### config.mk
export PLATFORM = sky130hd
export DESIGN_NAME = input_skew
export DESIGN_NICKNAME = d
export VERILOG_FILES = /design/src/source/conv_pkg.sv /design/src/source/input_skew.sv
export VERILOG_INCLUDE_DIRS = /design/src /design/src/source
export SDC_FILE = /design/constraint.sdc
export NUM_CORES = 1
export LEC_CHECK = 0
export ABC_CLOCK_PERIOD_IN_PS = 1670
export BUFFER_PORTS_ARGS = -buffer_cell sky130_fd_sc_hd__buf_2
export CORE_ASPECT_RATIO = 0.5
export CORE_MARGIN = 3
export CORE_UTILIZATION = 55
export CTS_BUF_LIST = sky130_fd_sc_hd__clkbuf_16
export CTS_CLUSTER_SIZE = 40
export DETAILED_ROUTE_END_ITERATION = 6
export PLACE_DENSITY = 0.92
export SLEW_MARGIN = 5
export SYNTH_ARGS = -nofsm -noshare
export SYNTH_HDL_FRONTEND = slang
export SYNTH_SLANG_ARGS = --single-unit
### constraint.sdc
create_clock -name clk -period 1.67 [get_ports clk]
set_input_delay 0 -clock clk [delete_from_list [all_inputs] [get_ports clk]]
set_output_delay 0 -clock clk [all_outputs]
set_load 0.05 [all_outputs]
### src/source/conv_cfg.svh
`ifndef CONV_CFG_SVH
`define CONV_CFG_SVH

// grid size, rows x columns of PEs
`define ARRAY_HEIGHT 4
`define ARRAY_WIDTH 4

`define IFMAP_WIDTH 16
`define WEIGHT_WIDTH 16
`define OFMAP_WIDTH 32  // psum and ofmap word

// result vectors held in the drain
`define RESULT_DEPTH 2

// index widths, at least one bit
`define ROW_IDX_WIDTH ((`ARRAY_HEIGHT > 1) ? $clog2(`ARRAY_HEIGHT) : 1)
`define COL_IDX_WIDTH ((`ARRAY_WIDTH > 1) ? $clog2(`ARRAY_WIDTH) : 1)

`endif

### src/source/conv_pkg.sv
`include "conv_cfg.svh"

package conv_pkg;

  // ifmap word moving left to right through the grid
  typedef struct packed {
    logic                    vld;
    logic [`IFMAP_WIDTH-1:0] dat;
  } ifmap_link_t;

  // partial sum moving down a column
  typedef struct packed {
    logic                    vld;
    logic [`OFMAP_WIDTH-1:0] dat;
  } psum_link_t;

  // broadcast weight write, picked up by the matching PE
  typedef struct packed {
    logic                      vld;
    logic [`ROW_IDX_WIDTH-1:0] row;
    logic [`COL_IDX_WIDTH-1:0] col;
    logic [`WEIGHT_WIDTH-1:0]  dat;
  } weight_wr_t;

  typedef ifmap_link_t [`ARRAY_HEIGHT-1:0] ifmap_vec_t;  // one per row
  typedef psum_link_t [`ARRAY_WIDTH-1:0] psum_vec_t;     // one per column

  typedef enum logic {
    st_weights,
    st_compute
  } load_state_e;

endpackage

### src/source/input_skew.sv
`timescale 1ns/10ps
`include "conv_cfg.svh"

module input_skew (
  input  logic                 clk,
  input  logic                 rst_n,
  input  logic                 array_en,
  input  conv_pkg::ifmap_vec_t issue_vec,
  output conv_pkg::ifmap_vec_t skewed_vec
);
  conv_pkg::ifmap_link_t row_out [`ARRAY_HEIGHT];

  // row r delayed by r enabled cycles
  for (genvar r = 0; r < `ARRAY_HEIGHT; r++) begin : g_row
    if (r == 0) begin : g_thru
      assign row_out[r] = issue_vec[r];
    end else begin : g_dly
      conv_pkg::ifmap_link_t dly [r];

      always_ff @(posedge clk or negedge rst_n) begin
        if (!rst_n) begin
          for (int k = 0; k < r; k++) begin
            dly[k] <= '0;
          end
        end else if (array_en) begin
          dly[0] <= issue_vec[r];
          for (int k = 1; k < r; k++) begin
            dly[k] <= dly[k-1];
          end
        end
      end

      assign row_out[r] = dly[r-1];
    end
  end

  always_comb begin
    for (int r = 0; r < `ARRAY_HEIGHT; r++) begin
      skewed_vec[r] = row_out[r];
    end
  end

endmodule

==> summary.txt <==
Clock tree
  – Clock sink count: 102
  – TritonCTS clock tree: done
  – CTS Hold Buffers Added: 52
  – CTS clk-pin slew, worst paths: 60 ps
  – CTS Buf Count: 9
  – PostCTS Resize Cnt: 0
  – H-tree depth: 3
  – CTS Buffer Depth: 2
  – Root Buffer: clkbuf_16
  – Worst-Skew Late Latency: 330 ps
  – Post-CTS Setup Bufs: 0

Timing
  – Slew Viols, Final: 0
  – Max-slew headroom: 0.698
  – Slew at the pin closest to its max-slew limit: 453 ps
  – Setup Skew: 4.35 ps
  – RSZ-0062 raised after global routing: false
  – WHS: 0.0167 ps
  – Achievable frequency: 1010 MHz
  – Fin. Hold Viols: 0
  – Setup TNS: 0 ps
  – Final Setup Violations: 0
  – Period minus WS final: 993 ps
  – Final worst slack: 677 ps
  – Tcrit/Tclk final: 0.595

Routing
  – Drt first pass iters: 4
  – Routed length per placed instance: 17.8 um
  – Vias/cell: 4.81
  – Detailed-route via count: 2358
  – # DRC: 0
  – DRT Wirelength: 8700 um
  – Iter 0 DRT Violations: 98
  – Antenna viol nets, final: 0

Finish
  – Fillers: 463
  – ANT cells: 0
  – Nets: 448
  – Layout cells sized above 1: 0.594
  – Area delta synth->final: 24.3%
  – Most frequent cells in the layout: 102 x dfrtp_1, 102 x buf_2, 80 x mux2_4, 52 x dlygate4sd3_1, 22 x mux2_2

Yosys
  – Sequential area share after synthesis: 0.568
  – Yosys reg bits: 102
  – Synth area leader: dfrtp_1
  – Yosys top cell area share: 0.568
  – Syn_nets: 337
  – Yosys cell types: 6
  – Yosys warnings: 0
  – Mean Syn Cell Area: 16.9 sq um
  – Mapped cell area: 4490 sq um
  – Ranking of synthesized cells by area: dfrtp_1 57%, mux2_4 27%, buf_4 8.7%
  – Post-Synthesis Cells: 266

Power and ir drop
  – PD cells: 1230 nW/um^2
  – Internal Power: 4800 uW
  – Comb pwr share: 0.246
  – Worst vdd ir: 633 uV
  – Clock share of power: 0.316
  – Sw Share: 0.301
  – P_sw: 2070 uW
  – Pleak: 0.00277 uW
  – Flop pwr share: 0.438

Worst setup path
  – Critical Path Source Type: flip-flop
  – Crit. End Element: primary output
  – Worst EP arrival: 990 ps
  – CP max FO: 2
  – Slowest stage delay, CP: 380 ps
  – CP Buf/Inv Count: 1
  – Crit-path slowest cell: dfrtp_1
  – Critical Path RT: 1670 ps
  – Critical path class: flip-flop to primary output
  – CP cell instances: buf_2
  – Family with the most delay on the worst path: flip-flops

Global routing
  – Initial antenna violation count: 0
  – Gr ovfl total: 0
  – Largest net degree at the start of global routing: 41
  – Vias in the first global route: 2706
  – Overall Global Routing Usage: 0.196
  – First-pass GRT wire length: 14400 um

Placement
  – IO Port Bufs: 104
  – Detailed-placement wirelength estimate: 5370 um
  – GPL Wtd Cong: 0.670
  – DP Worst Slack: 554 ps

Floorplan
  – Die area: 9350 sq um
  – Chip width: 134 um
  – Initial Util: 0.589
  – Top Ports: 139
  – Core Area: 7620 sq um
  – Die height: 69.9 um
  – Site row count: 22

Min path
  – Min-Delay Path Class: input pin to primary output

Run status
  – Result of the run: finished, final reports clean

Run
  – Max-Cap Viols: 0
==> sequential cells by signal, summed over array words and instances, names as in the netlist <==
| register | count |
|---|---|
| g_row.g_dly.dly | 51 |
| skewed_vec | 51 |
==> Yosys cell counts <==
library cell,instances
buf_2,2
dfrtp_1,102
buf_6,8
mux2_2,22
buf_4,52
mux2_4,80
==> power by group through the flow <==
stage | logic (uW) | clock network, uW | registers, uW
2_1_floorplan | 1400 | 0 | 3120
3_3_place_gp | 1550 | 0 | 3010
3_5_place_dp | 1590 | 0 | 3040
4_1_cts | 1690 | 2220 | 3000
5_1_grt | 1770 | 2320 | 3040
6_report | 1690 | 2170 | 3000
==> through the flow <==
stage / instances / total power, uW / instance area [sq um] / utilization
5_1_grt: 490 / 7130 / 5580 / 0.732
4_1_cts: 490 / 6920 / 5580 / 0.732
3_3_place_gp: 422 / 4560 / 4750 / 0.623
6_report: 490 / 6860 / 5580 / 0.732
3_5_place_dp: 422 / 4630 / 4750 / 0.623
2_1_floorplan: 266 / 4520 / 4490 / -
==> kinds of logic (layout without fill, tap and decap cells) <==
family   after synthesis  after routing  share of synthesized area
mux                  102            102                      0.323
flops                102            102                      0.568
buf+inv               62            178                      0.109
==> layer usage <==
layer	vias to the layer above	GRT usage	routed length, um
li1	1078	-	-
met1	1196	0.233	3490
met2	58	0.354	4700
met3	26	0.0432	328
met4	0	0.0696	174
met5	-	0	0
==> final cells by class <==
| class | count | area, sq um | area share |
|---|---|---|---|
| tap | 108 | 135 | 0.0242 |
| clock buffer | 9 | 225 | 0.0403 |
| multi-input combinational | 102 | 1450 | 0.259 |
| sequential | 102 | 2550 | 0.457 |
| clock inverter | 7 | 90.1 | 0.0161 |
| timing repair buffer | 162 | 1130 | 0.203 |
==> path summary, 6_finish.rpt <==
kind | from | to | slack, ps | depth (start not counted)
max | skewed_vec[54] | skewed_vec[54] | 680 | 1
min | issue_vec[0] | skewed_vec[0] | 0.02 | 0
max reg2reg | skewed_vec[50] | skewed_vec[50] | 870 | 1
min reg2reg | skewed_vec[53] | skewed_vec[53] | 510 | 1
max in group asynchronous | rst_n | skewed_vec[17] | 930 | 3
min in group asynchronous | rst_n | skewed_vec[39] | 180 | 2
Note: power is estimated with default switching activity, not from simulation.
