File: config.mk
export PLATFORM = sky130hd
export DESIGN_NAME = ofmap_drain
export DESIGN_NICKNAME = d
export VERILOG_FILES = /design/src/source/conv_pkg.sv /design/src/source/ofmap_drain.sv
export VERILOG_INCLUDE_DIRS = /design/src /design/src/source
export SDC_FILE = /design/constraint.sdc
export NUM_CORES = 1
export LEC_CHECK = 0
export BUFFER_PORTS_ARGS = -buffer_cell sky130_fd_sc_hd__buf_2
export CORE_UTILIZATION = 38
export CTS_BUF_LIST = sky130_fd_sc_hd__clkbuf_8 sky130_fd_sc_hd__clkbuf_16
export DETAILED_ROUTE_END_ITERATION = 6
export PLACE_DENSITY_LB_ADDON = 0.25
export RECOVER_POWER = 100
export SLEW_MARGIN = 20
export SYNTH_ARGS = -nofsm -noshare
export SYNTH_HDL_FRONTEND = slang
export SYNTH_SLANG_ARGS = --single-unit
File: constraint.sdc
create_clock -name clk -period 10.1 [get_ports clk]
set_input_delay 0.505 -clock clk [delete_from_list [all_inputs] [get_ports clk]]
set_output_delay 0.505 -clock clk [all_outputs]
set_load 0.01 [all_outputs]
File: src/source/conv_cfg.svh
`ifndef CONV_CFG_SVH
`define CONV_CFG_SVH

// grid size, rows x columns of PEs
`define ARRAY_HEIGHT 4
`define ARRAY_WIDTH 4

`define IFMAP_WIDTH 16
`define WEIGHT_WIDTH 16
`define OFMAP_WIDTH 32  // psum and ofmap word

// result vectors held in the drain
`define RESULT_DEPTH 2

// index widths, at least one bit
`define ROW_IDX_WIDTH ((`ARRAY_HEIGHT > 1) ? $clog2(`ARRAY_HEIGHT) : 1)
`define COL_IDX_WIDTH ((`ARRAY_WIDTH > 1) ? $clog2(`ARRAY_WIDTH) : 1)

`endif

File: src/source/conv_pkg.sv
`include "conv_cfg.svh"

package conv_pkg;

  // ifmap word moving left to right through the grid
  typedef struct packed {
    logic                    vld;
    logic [`IFMAP_WIDTH-1:0] dat;
  } ifmap_link_t;

  // partial sum moving down a column
  typedef struct packed {
    logic                    vld;
    logic [`OFMAP_WIDTH-1:0] dat;
  } psum_link_t;

  // broadcast weight write, picked up by the matching PE
  typedef struct packed {
    logic                      vld;
    logic [`ROW_IDX_WIDTH-1:0] row;
    logic [`COL_IDX_WIDTH-1:0] col;
    logic [`WEIGHT_WIDTH-1:0]  dat;
  } weight_wr_t;

  typedef ifmap_link_t [`ARRAY_HEIGHT-1:0] ifmap_vec_t;  // one per row
  typedef psum_link_t [`ARRAY_WIDTH-1:0] psum_vec_t;     // one per column

  typedef enum logic {
    st_weights,
    st_compute
  } load_state_e;

endpackage

File: src/source/ofmap_drain.sv
`timescale 1ns/10ps
`include "conv_cfg.svh"

module ofmap_drain (
  input  logic                    clk,
  input  logic                    rst_n,
  input  conv_pkg::psum_vec_t     col_psum,
  output logic                    array_en,
  output logic [`OFMAP_WIDTH-1:0] ofmap_dat,
  output logic                    ofmap_vld,
  input  logic                    ofmap_rdy
);
  localparam int CW = `COL_IDX_WIDTH;
  localparam int PW = (`RESULT_DEPTH > 1) ? $clog2(`RESULT_DEPTH) : 1;
  localparam int NW = $clog2(`RESULT_DEPTH + 1);

  conv_pkg::psum_link_t    aligned [`ARRAY_WIDTH];
  logic [`OFMAP_WIDTH-1:0] res_mem [`RESULT_DEPTH][`ARRAY_WIDTH];
  logic [PW-1:0]           wr_ptr;
  logic [PW-1:0]           rd_ptr;
  logic [NW-1:0]           fill;
  logic [CW-1:0]           col_cnt;
  logic                    push;
  logic                    pop;
  logic                    xfer;

  // column c gets W-1-c more stages
  for (genvar c = 0; c < `ARRAY_WIDTH; c++) begin : g_col
    localparam int D = `ARRAY_WIDTH - 1 - c;
    if (D == 0) begin : g_thru
      assign aligned[c] = col_psum[c];
    end else begin : g_dly
      conv_pkg::psum_link_t dly [D];

      always_ff @(posedge clk or negedge rst_n) begin
        if (!rst_n) begin
          for (int k = 0; k < D; k++) begin
            dly[k] <= '0;
          end
        end else if (array_en) begin
          dly[0] <= col_psum[c];
          for (int k = 1; k < D; k++) begin
            dly[k] <= dly[k-1];
          end
        end
      end

      assign aligned[c] = dly[D-1];
    end
  end

  assign xfer      = ofmap_vld && ofmap_rdy;
  assign pop       = xfer && (col_cnt == CW'(`ARRAY_WIDTH - 1));
  assign push      = aligned[0].vld && array_en;  // once per vector
  assign array_en  = (fill != NW'(`RESULT_DEPTH)) || pop;
  assign ofmap_vld = (fill != '0);
  assign ofmap_dat = res_mem[rd_ptr][col_cnt];

  always_ff @(posedge clk) begin
    if (push) begin
      for (int c = 0; c < `ARRAY_WIDTH; c++) begin
        res_mem[wr_ptr][c] <= aligned[c].dat;
      end
    end
  end

  always_ff @(posedge clk or negedge rst_n) begin
    if (!rst_n) begin
      wr_ptr  <= '0;
      rd_ptr  <= '0;
      fill    <= '0;
      col_cnt <= '0;
    end else begin
      if (push) wr_ptr <= (wr_ptr == PW'(`RESULT_DEPTH - 1)) ? '0 : wr_ptr + 1'b1;
      if (pop) rd_ptr <= (rd_ptr == PW'(`RESULT_DEPTH - 1)) ? '0 : rd_ptr + 1'b1;
      if (xfer) col_cnt <= pop ? '0 : col_cnt + 1'b1;
      if (push && !pop) begin
        fill <= fill + 1'b1;
      end else if (pop && !push) begin
        fill <= fill - 1'b1;
      end
    end
  end

endmodule

==> flow_metrics.py <==
metrics = {
    "global_routing": {
        "grt_max_degree": 83,
        "gr-total-overflow": 0,
        "grt.total_usage_pct": 13.8,
        "grt_pass1_wl_um": 48900,
        "first_global_vias": 8464,
        "antenna_found_initial": 9,
    },
    "critical_path": {
        "crit_fanout": 50,
        "crit_path_end_kind": "flop",
        "reg2regPathDepth": 6,
        "startpoint_type": "flop",
        "regToRegStartpoint": "col_cnt[1]",
        "r2r-end": "res_mem[0][50]",
        "critPathKind": "flop to flop",
        "cp.required_ns": 10.28,
        "cp.arrival_ns": 6.81,
        "r2r_slack_ns": 3.47,
    },
    "synth": {
        "yosysSeqAreaShare_pct": 73.8,
        "syn_nets": 945,
        "yosysUniqueCellTypes": 25,
        "netlist_area_sq_um": 17200,
        "yosys_warnings": 0,
        "ys_ff_latch": 457,
        "synth_ff_type": "edfxtp_1",
        "synth_cells": 808,
        "syn_area_per_cell_sq_um": 21.3,
        "async_reset_ff_share_pct": 44.0,
        "synth_edf_count": 256,
    },
    "cts": {
        "worstSkewPairLatency_ns": 0.56,
        "h-tree-depth": 2,
        "clkTransAtPathRegs_ns": 0.06,
        "cts_tree": "done",
        "cts.sinks": 457,
        "cts_made_buffers": 47,
        "cts_root_buf": "clkbuf_16",
        "clock_path_buffers": 3,
    },
    "placement": {
        "dp_hpwl_um": 17800,
        "place_congestion": 0.689,
        "dp.cells": 1537,
        "io_buffers": 165,
        "post-place-ws_ns": 5.52,
    },
    "timing": {
        "hold_viol_final": 0,
        "layout_min_cycle_time_ns": 6.63,
        "drv_slew": 318,
        "worst_pin_slew_ns": 4.72,
        "holdWs_ns": 0.131,
        "rsz0062_at_grt": "false",
        "fin_crit_sh_pct": 65.7,
        "finalSetupViolCount": 0,
        "setup_ws_ns": 3.47,
        "skew_ns": 0.0168,
        "timing.fmax_mhz": 151,
        "fin_setup_tns_ns": 0,
        "relSlewSlack_pct": -215,
    },
    "power": {
        "powerDensity_nw_per_um2": 344,
        "p_seq_share_pct": 47.7,
        "p_clk_share_pct": 24.0,
        "p_int_mw": 4.96,
        "pwr-share-comb_pct": 28.2,
        "leakagePower_nw": 7.60,
        "p_sw_share_pct": 28.1,
        "ir_worst_vdd_mv": 0.162,
        "p_switching_mw": 1.94,
    },
    "die": {
        "rows": 77,
        "die-area_sq_um": 46200,
        "die_h_um": 215,
        "start_util_pct": 38.7,
        "fp.coreArea_sq_um": 44500,
        "io_pins": 169,
        "dieWidth_um": 215,
    },
    "cells_and_area": {
        "area_growth_pct": 16.3,
        "fin_nets": 1132,
        "layout_common_cells": "256 x edfxtp_1, 226 x mux2_2, 200 x dfrtp_1, 113 x buf_2, 53 x clkbuf_1",
        "mostFrequentLayoutCell": "edfxtp_1",
        "fin_cells": 1628,
        "num-fill-cells": 3922,
        "drive_above_1_share_pct": 43.6,
    },
    "routing": {
        "vias": 7839,
        "first_pass_iters": 4,
        "viasPerCell": 4.82,
        "ant_nets": 0,
        "post-route-drc-count": 0,
        "drt_iter0_drc": 275,
        "routedWlPerCell_um": 18.8,
        "wl_um": 30700,
    },
    "hold_path": {
        "hold_end": "res_mem[1][8]",
        "hold_depth": 1,
        "hold_path.class": "primary input to flop",
        "min-delay-start": "col_psum[107]",
    },
    "status": {
        "violations": "capacitance limit, slew limit",
        "status": "finished, violations left",
    },
    "run": {
        "maxCapViolCount": 7,
    },
}
power by group through the flow:
stage	combinational (mW)	sequential, mW	clock, mW
final	1.95	3.29	1.66
after global routing	2.13	3.40	1.79
after CTS	2.02	3.31	1.72
after detailed placement	2.01	3.35	0
after global placement	1.98	3.30	0
after floorplan	1.56	3.24	0
per-stage QoR:
stage / instance area [sq um] / utilization (%) / power (mW)
finish: 20000 / 45.0 / 6.90
global route: 20000 / 45.0 / 7.32
CTS: 20200 / 45.3 / 7.05
detailed placement: 18600 / 41.9 / 5.36
global placement: 18600 / 41.9 / 5.27
floorplan: 17200 / - / 4.80
cells by family after synthesis:
logic type      count (synthesis)  synth area share (%)
simple gates                    8                 0.239
compound gates                  3                 0.109
buf+inv                        41                  1.70
flops                         457                  73.8
fa+ha+maj                       2                 0.145
xor+xnor                        5                 0.254
mux                           292                  23.8
synth_stat cells (2+ instances only):
cell type	count	share of area [%]
buf_12	2	0.23
buf_2	13	0.38
buf_4	14	0.61
buf_6	2	0.13
buf_8	2	0.17
clkbuf_1	6	0.13
dfrtp_1	201	29
edfxtp_1	256	45
ha_1	2	0.15
inv_1	2	0.044
mux2_2	228	15
mux4_1	25	3.8
mux4_2	39	5.1
nand3_1	2	0.058
xnor2_1	2	0.10
xor2_1	3	0.15
registers in the layout, indices dropped and copies added, names as in the netlist:
register	count
fill	2
wr_ptr	1
g_col.g_dly.dly	98
rd_ptr	1
col_cnt	2
res_mem	256
aligned	97
critical path, stage by stage, from the launching register on:
cell,delay (ns)
dfrtp_1,1.46
ha_1,0.41
nand2_1,0.09
a31oi_1,0.34
nor2b_1,2.29
buf_4,0.87
buf_4,0.70
timing repair:
action                                 4_1_cts  5_1_grt
setup endpoints to repair                    0        0
endpoints found under the hold margin       80        0
hold buffers                                 1        0
buffers inserted                             0        0
gates resized for setup                      0        0
worst max path at each step:
| stage | from | endpoint | slack [ns] | cells past startpoint |
|---|---|---|---|---|
| 3_5_place_dp | col_cnt[1] | res_mem[0][55] | 5.52 | 6 |
| 6_report | col_cnt[1] | res_mem[0][50] | 3.47 | 6 |
| 3_3_place_gp | col_cnt[1] | res_mem[0][18] | 5.61 | 6 |
| 2_1_floorplan | col_cnt[1] | res_mem[0][0] | 2.90 | 4 |
| 5_1_grt | col_cnt[1] | res_mem[0][54] | 2.71 | 6 |
| 4_1_cts | col_cnt[1] | res_mem[0][85] | 5.48 | 6 |
per-layer routing:
metal  vias up  global-route usage [%]  wire length (um)
met4        10                    4.94               701
met1      4060                    17.5             13100
met2       140                    23.0             15300
met3        63                    3.52              1560
met5         -                       0                57
li1       3566                       -                 -
area by class of cell:
| type | count | area, sq um | area share (%) |
|---|---|---|---|
| inverters | 2 | 7.51 | 0.0374 |
| flip-flops and latches | 457 | 12700 | 63.4 |
| diodes | 3 | 7.51 | 0.0374 |
| clock inverters | 31 | 173 | 0.861 |
| clock buffers | 56 | 1320 | 6.60 |
| repair buffers | 177 | 846 | 4.22 |
| multi-input cells | 310 | 4230 | 21.1 |
| well taps | 592 | 741 | 3.69 |
No activity file was read; power rests on OpenSTA's default activity.
