**src/source/conv_cfg.svh**
```systemverilog
`ifndef CONV_CFG_SVH
`define CONV_CFG_SVH

// grid size, rows x columns of PEs
`define ARRAY_HEIGHT 4
`define ARRAY_WIDTH 4

`define IFMAP_WIDTH 16
`define WEIGHT_WIDTH 16
`define OFMAP_WIDTH 32  // psum and ofmap word

// result vectors held in the drain
`define RESULT_DEPTH 2

// index widths, at least one bit
`define ROW_IDX_WIDTH ((`ARRAY_HEIGHT > 1) ? $clog2(`ARRAY_HEIGHT) : 1)
`define COL_IDX_WIDTH ((`ARRAY_WIDTH > 1) ? $clog2(`ARRAY_WIDTH) : 1)

`endif

```
**src/source/conv_pkg.sv**
```systemverilog
`include "conv_cfg.svh"

package conv_pkg;

  // ifmap word moving left to right through the grid
  typedef struct packed {
    logic                    vld;
    logic [`IFMAP_WIDTH-1:0] dat;
  } ifmap_link_t;

  // partial sum moving down a column
  typedef struct packed {
    logic                    vld;
    logic [`OFMAP_WIDTH-1:0] dat;
  } psum_link_t;

  // broadcast weight write, picked up by the matching PE
  typedef struct packed {
    logic                      vld;
    logic [`ROW_IDX_WIDTH-1:0] row;
    logic [`COL_IDX_WIDTH-1:0] col;
    logic [`WEIGHT_WIDTH-1:0]  dat;
  } weight_wr_t;

  typedef ifmap_link_t [`ARRAY_HEIGHT-1:0] ifmap_vec_t;  // one per row
  typedef psum_link_t [`ARRAY_WIDTH-1:0] psum_vec_t;     // one per column

  typedef enum logic {
    st_weights,
    st_compute
  } load_state_e;

endpackage

```
**src/source/operand_loader.sv**
```systemverilog
`timescale 1ns/10ps
`include "conv_cfg.svh"

module operand_loader (
  input  logic                     clk,
  input  logic                     rst_n,
  input  logic                     array_en,
  input  logic [`WEIGHT_WIDTH-1:0] weights_dat,
  input  logic                     weights_vld,
  output logic                     weights_rdy,
  input  logic [`IFMAP_WIDTH-1:0]  ifmap_dat,
  input  logic                     ifmap_vld,
  output logic                     ifmap_rdy,
  output conv_pkg::weight_wr_t     weight_wr,
  output conv_pkg::ifmap_vec_t     issue_vec
);
  localparam int RW = `ROW_IDX_WIDTH;
  localparam int CW = `COL_IDX_WIDTH;

  conv_pkg::load_state_e   state;
  logic [RW-1:0]           w_row;
  logic [CW-1:0]           w_col;
  logic [RW-1:0]           in_row;
  logic [`IFMAP_WIDTH-1:0] collect [`ARRAY_HEIGHT];
  logic                    full;  // collect holds a vector waiting to issue
  logic                    w_xfer;
  logic                    i_xfer;
  logic                    w_last_col;

  assign weights_rdy = (state == conv_pkg::st_weights);
  assign ifmap_rdy   = (state == conv_pkg::st_compute) && !full;
  assign w_xfer      = weights_vld && weights_rdy;
  assign i_xfer      = ifmap_vld && ifmap_rdy;
  assign w_last_col  = (w_col == CW'(`ARRAY_WIDTH - 1));

  // weight load, row-major
  always_ff @(posedge clk or negedge rst_n) begin
    if (!rst_n) begin
      state     <= conv_pkg::st_weights;
      w_row     <= '0;
      w_col     <= '0;
      weight_wr <= '0;
    end else begin
      weight_wr.vld <= w_xfer;
      if (w_xfer) begin
        weight_wr.row <= w_row;
        weight_wr.col <= w_col;
        weight_wr.dat <= weights_dat;
        if (w_last_col) begin
          w_col <= '0;
          w_row <= w_row + 1'b1;
          if (w_row == RW'(`ARRAY_HEIGHT - 1)) state <= conv_pkg::st_compute;
        end else begin
          w_col <= w_col + 1'b1;
        end
      end
    end
  end

  always_ff @(posedge clk) begin
    if (i_xfer) collect[in_row] <= ifmap_dat;
  end

  always_ff @(posedge clk or negedge rst_n) begin
    if (!rst_n) begin
      in_row    <= '0;
      full      <= 1'b0;
      issue_vec <= '0;
    end else begin
      if (i_xfer) begin
        if (in_row == RW'(`ARRAY_HEIGHT - 1)) begin
          in_row <= '0;
          full   <= 1'b1;
        end else begin
          in_row <= in_row + 1'b1;
        end
      end
      if (array_en) begin
        // bubble unless a whole vector is ready
        for (int r = 0; r < `ARRAY_HEIGHT; r++) begin
          issue_vec[r].vld <= full;
          issue_vec[r].dat <= collect[r];
        end
        if (full) full <= 1'b0;
      end
    end
  end

endmodule

```
**config.mk**
```make
export PLATFORM = sky130hd
export DESIGN_NAME = operand_loader
export DESIGN_NICKNAME = d
export VERILOG_FILES = /design/src/source/conv_pkg.sv /design/src/source/operand_loader.sv
export VERILOG_INCLUDE_DIRS = /design/src /design/src/source
export SDC_FILE = /design/constraint.sdc
export NUM_CORES = 1
export LEC_CHECK = 0
export BUFFER_PORTS_ARGS = -buffer_cell sky130_fd_sc_hd__buf_2
export CORE_UTILIZATION = 53
export DETAILED_ROUTE_END_ITERATION = 6
export GPL_ROUTABILITY_DRIVEN = 0
export MAX_ROUTING_LAYER = met4
export PLACE_DENSITY = 0.88
export SYNTH_ARGS = -nofsm -noshare
export SYNTH_HDL_FRONTEND = slang
export SYNTH_SLANG_ARGS = --single-unit
```
**constraint.sdc**
```tcl
create_clock -name clk -period 2.1 [get_ports clk]
set_input_delay 0.42 -clock clk [delete_from_list [all_inputs] [get_ports clk]]
set_output_delay 0.42 -clock clk [all_outputs]
set_load 0.02 [all_outputs]
```
==> results of run 1 <==
-- power groups by stage --
stage | Sequential, W | Combinational, W | Clock [W]
after global placement | 0.00402 | 0.00137 | 0
after global routing | 0.00406 | 0.00151 | 0.00328
after floorplan | 0.00432 | 0.000541 | 0
after CTS | 0.00400 | 0.00143 | 0.00316
after detailed placement | 0.00406 | 0.00142 | 0
final | 0.00400 | 0.00141 | 0.00310
-- area by class of cell --
type	count	area, µm²	area share (%)
repair buffers	139	756	10.7
inverters	3	11.3	0.159
flip-flops and latches	158	4270	60.4
clock buffers	21	439	6.21
clock inverters	11	168	2.37
multi-input cells	111	1260	17.8
well taps	136	170	2.40
-- path summary, 6_finish.rpt --
| path | from | end | cells after the start |
|---|---|---|---|
| worst max register to register | full | collect[1][2] | 3 |
| worst min register to register | collect[0][7] | issue_vec[7] | 1 |
| worst min-delay path | ifmap_dat[14] | collect[0][14] | 1 |
| min in group asynchronous | rst_n | issue_vec[28] | 2 |
| max in group asynchronous | rst_n | issue_vec[0] | 3 |
| worst max-delay path | state | ifmap_rdy | 3 |
-- sequential cells by signal (all words and copies together), names as in the netlist --
register	flops
issue_vec	65
collect	64
weight_wr	21
in_row	2
w_col	2
w_row	2
full	1
state	1
-- cell families (layout without fill, tap and decap cells) --
group	Yosys count	in the layout	synth area share (%)
mux	91	91	19.3
xor+xnor	1	1	0.155
flops	158	158	75.5
buf+inv	16	174	2.30
fa+ha+maj	6	6	1.33
simple gates	13	13	1.37
-- repair_timing --
item,4_1_cts,5_1_grt
setup endpoints to repair,0,0
hold buffers,1,0
endpoints found under the hold margin,19,0
-- worst max-delay path: stages (launching register included) --
cell,delay (ps)
dfrtp_1,430
inv_1,90
nor2_1,120
buf_2,180
-- synth_stat cells --
cell type	n	area, µm²
dfrtp_1	94	2350
mux2_2	71	800
edfxtp_1	64	1920
mux2_4	19	285
buf_4	7	52.6
ha_1	6	75.1
nor2_1	4	15.0
buf_2	3	15.0
inv_1	3	11.3
and2_1	2	12.5
buf_12	2	40.0
nand3_1	2	10.0
and3b_2	1	10.0
and4b_1	1	10.0
buf_6	1	11.3
mux2i_1	1	10.0
nand2_1	1	3.75
nand3b_1	1	7.51
nor2b_2	1	8.76
xnor2_1	1	8.76
-- metrics by stage --
stage	instances	hold WS, ps	area (µm²)	worst slack (ps)	total power (W)
after floorplan	285	124	5660	361	0.00486
after global placement	546	322	6460	675	0.00539
after detailed placement	546	326	6460	651	0.00547
after CTS	579	103	7080	334	0.00860
after global routing	579	111	7080	250	0.00885
final	579	132	7080	346	0.00851
-- metal layers --
layer	vias up	wire (µm)	track usage [%]
li1	1323	-	-
met4	0	95	6.84
met3	12	555	5.94
met5	-	0	-
met1	1490	4510	25.5
met2	110	4990	32.8
==> metrics, run 1 <==
final core utilization=about two thirds; P_sw=0.00223 W; Setup Buffers After CTS=0; Global Route Usage Sum=between 20% and 30%; Syn-to-layout area delta=25.0%; n_diodes=0; IO buf count=127; CTS tree=done; via count=2935; Clock transition at path regs=60 ps; register area share after synthesis=75.5%; first drt pass iteration count=4; CP endpoint kind=primary output; Root Buffer=clkbuf_8; Synth Area per Inst=19.9 µm²; P_int=0.00627 W; io pins=~130; Num CTS Buffers=17; vias in the first global route=3201; Die Span X=105 µm; largest net degree at the start of global routing=between 60 and 70; Synth Cell Area=0.00566 mm²; max-cap viol count=0; VDD IR max=528 µV; syn nets=between 300 and 400; RSZ-0062 raised after global routing=no; Nets=473; Starting Density=54.8%; initial antenna violation count=0; initial DRC count=116; post-route minimum period=1750 ps; Distinct cells, synth=20; final setup vio count=0; core area=approximately 0.010 mm²; commonest non-fill, non-tap cell in the layout=buf_2; H-tree depth=4; post-CTS sizing=0; first-pass GRT wire length=about 16000 µm; worst hold path type=primary input to flip-flop; Post-DP HPWL=~6600 µm; Cell Pwr Density=around 1200 mW/mm²; share of cells above drive strength 1=roughly three fifths; CTS sink cnt=~160; flops & latches, synth=158; clock latency on the worst-skew pair=between 500 and 600 ps; crit path DAT=1330 ps; Die Y=105 µm; CP max FO=6; WP data required=approximately 1700 ps; DRT antenna net count=0; total number of yosys warnings=0; Setup TNS=0 ps; P_leak=3.13 nW; Slew HR=69.2%; vias per cell=5.07; Clk pwr share=36.5%; leading cell types in the layout, fill and taps excluded=126 x buf_2, 94 x dfrtp_1, 71 x mux2_2; Slew Limit Fails=0; sequential power share=47.0%; die area=0.0111 mm²; fillcell total=680; highest clock rate=570 MHz; drt total wl=10200 µm; period utilization=83.5%; Worst Tran Pin Value=between 400 and 500 ps; Post-Syn Instances=between 200 and 300; # DRC=0; sw frac=approximately a quarter; mean routed wirelength per cell=17.5 µm; Final Hold Vio Count=0; Worst Skew=approximately 10 ps; Worst Setup Path Type=flip-flop to primary output; R2R Setup Slk=650 ps; status=finished, final reports clean; crit start category=flip-flop; CTS Buffer Depth=2; gr ovfl total=0; Comb pwr share=between 10% and 20%; Std-Cell Rows=37
Power figures use the tool's default switching activity.
==> run 2, diff against run 1 <==
Clock period 2.1 ns to 1.7 ns, I/O delays scaled along.
==> run 2 against run 1 <==
Compared with the run above: sequential power is 24% higher; final area decreased by 0.39%; power is 20% higher; combinational power is 26% higher; sequential cell count unchanged; first-iteration DRC count grew 45%; die area did not move; non-clock buffer count unchanged; register-to-register slack worse by 450 ps.
==> metrics, run 2 (synthesized netlist as in run 1, its figures left out) <==
hold_sp=ifmap_dat[3] (was ifmap_dat[14]); Num CTS Buffers=17 (unchanged); met3 GRT Util=6.80% (was 5.94%); Global Route Usage Sum=21.0% (was 20.6%); Worst Setup Path Type=flip-flop to primary output (unchanged); mean routed wirelength per cell=17.7 µm (was 17.5 µm); commonest non-fill, non-tap cell in the layout=buf_2 (unchanged); slowest stage delay, CP=430 ps (about the same); crit path DAT=1250 ps (was 1330 ps); CTS Buffer Depth=2 (unchanged); Setup TNS=0 ps (unchanged); initial DRC count=168 (was 116); # DRC=0 (unchanged); max FFs per register=65 (unchanged); CP Cell Sequence=inv_1 > nor2_1 > buf_2 (unchanged); final setup vio count=0 (unchanged); vias per cell=5.11 (was 5.07); period utilization=between 90% and 100%; Final Hold Vio Count=0 (unchanged); first drt pass iteration count=4 (unchanged); share of cells above drive strength 1=58.7% (unchanged); max-cap viol count=0 (unchanged); Worst Hold Depth=1 (unchanged); Clock transition at path regs=60 ps (about the same); final core utilization=68.3% (was 68.5%); post-route minimum period=about 1600 ps; clock latency on the worst-skew pair=520 ps (was 510 ps); Worst Tran Pin Value=352 ps (was 462 ps); Slew Limit Fails=0 (unchanged); vias in the first global route=3111 (was 3201); first-pass GRT wire length=16600 µm (was 16400 µm); Hold EP=collect[3][3] (was collect[0][14]); Die Span X=105 µm (unchanged); DRT antenna net count=0 (unchanged); Reg area=0.00428 mm² (was 0.00427 mm²); Cell Pwr Density=1440 mW/mm² (was 1200 mW/mm²); CP endpoint kind=primary output (unchanged); WP data required=1360 ps (was 1680 ps); VDD IR max=789 µV (was 528 µV); leading cell types in the layout, fill and taps excluded=126 x buf_2, 93 x dfrtp_1, 71 x mux2_2 (was 126 x buf_2, 94 x dfrtp_1, 71 x mux2_2); Slew HR=76.5% (was 69.2%); io pins=128 (unchanged); WP buf/inv=2 (unchanged); Die Y=105 µm (unchanged); CP max FO=5 (was 6); H-tree depth=4 (unchanged); IO buf count=127 (unchanged); fillcell total=665 (was 680); die area=0.0111 mm² (unchanged); drt total wl=10300 µm (was 10200 µm); met2 Use GR=31.6% (was 32.8%); largest register by flop count=issue_vec (unchanged); Syn-to-layout area delta=24.5% (was 25.0%); Starting Density=54.8% (unchanged); CP max stage cell=dfrtp_2 (was dfrtp_1); grt peak-use layer=met2 (unchanged); Hold WS=43.9 ps (was 132 ps); Std-Cell Rows=37 (unchanged); crit start category=flip-flop (unchanged); Root Buffer=clkbuf_8 (unchanged); largest net degree at the start of global routing=67 (unchanged); initial antenna violation count=0 (unchanged); R2R Setup Slk=200 ps (was 650 ps); Post-DP HPWL=6680 µm (was 6610 µm); status=finished, final reports clean (unchanged); RSZ-0062 raised after global routing=no (unchanged); CTS tree=done (unchanged); highest clock rate=631 MHz; Worst R2R End=weight_wr[14] (was collect[1][2]); Worst Skew=7.97 ps (was 10.5 ps); worst reg2reg path depth=4 (was 3); core area=0.0103 mm² (unchanged); multi-input logic area=0.00126 mm² (unchanged); Nets=473 (unchanged); M1 GR Usage=27.6% (was 25.5%); n_diodes=0 (unchanged); CTS sink cnt=158 (unchanged); CP delay by family, top=flip-flops (unchanged); P_leak=3.11 nW (was 3.13 nW); gr ovfl total=0 (unchanged); largest registers=issue_vec x65, collect x64, weight_wr x21 (unchanged); r2r startpoint=state (was full); via count=2957 (was 2935); worst hold path type=primary input to flip-flop (unchanged)
## run 2: changes by cell type in the layout (fill, tap and decap cells not counted), sizes merged
cell | before | now
inv | 3 | 5
clkinvlp | 2 | 1
bufinv | 4 | 1
clkbuf | 21 | 22
clkinv | 5 | 6
## run 2: worst max path at each step
stage | from | endpoint | depth (start not counted)
floorplan | in_row[0] | collect[2][0] | 3
global placement | in_row[0] | collect[2][2] | 4
detailed placement | in_row[0] | collect[2][15] | 4
CTS | state | ifmap_rdy | 3
global route | state | ifmap_rdy | 3
finish | state | ifmap_rdy | 3
## run 2: timing repair
item	4_1_cts	5_1_grt
hold endpoints to repair	19	0
gates resized for setup	0	1
hold buffers	1	0
setup endpoints to repair	0	1
setup buffers	0	1
## run 2: layout make-up
class | count | share of cell area [%]
Clock buffer | 22 | 6.43
Clock inverter | 10 | 1.24
Inverter | 3 | 0.160
Multi-Input combinational cell | 111 | 17.9
Sequential cell | 158 | 60.6
Tap cell | 136 | 2.41
Timing Repair Buffer | 139 | 11.3
## run 2: routing by layer
metal	share of wire (%)	wire, µm
met1	44	4560
met2	49	5030
met3	5.8	599
met4	0.89	91
met5	0	0
## run 2: report_power, final
part	leakage [nW]	switching, W	internal, W
clock network	0.267	0.00142	0.00201
logic	1.12	0.00106	0.000709
registers	1.72	0.000309	0.00465
total	3.11	0.00279	0.00737
## run 2: per-stage QoR
stage / setup WS [ps] / power [W] / area (µm²) / cells
global route: 24.3 / 0.0106 / 7050 / 579
CTS: 13.0 / 0.0103 / 7040 / 578
floorplan: 188 / 0.00601 / 5660 / 285
detailed placement: 253 / 0.00680 / 6490 / 545
global placement: 314 / 0.00668 / 6490 / 545
finish: 114 / 0.0102 / 7050 / 579
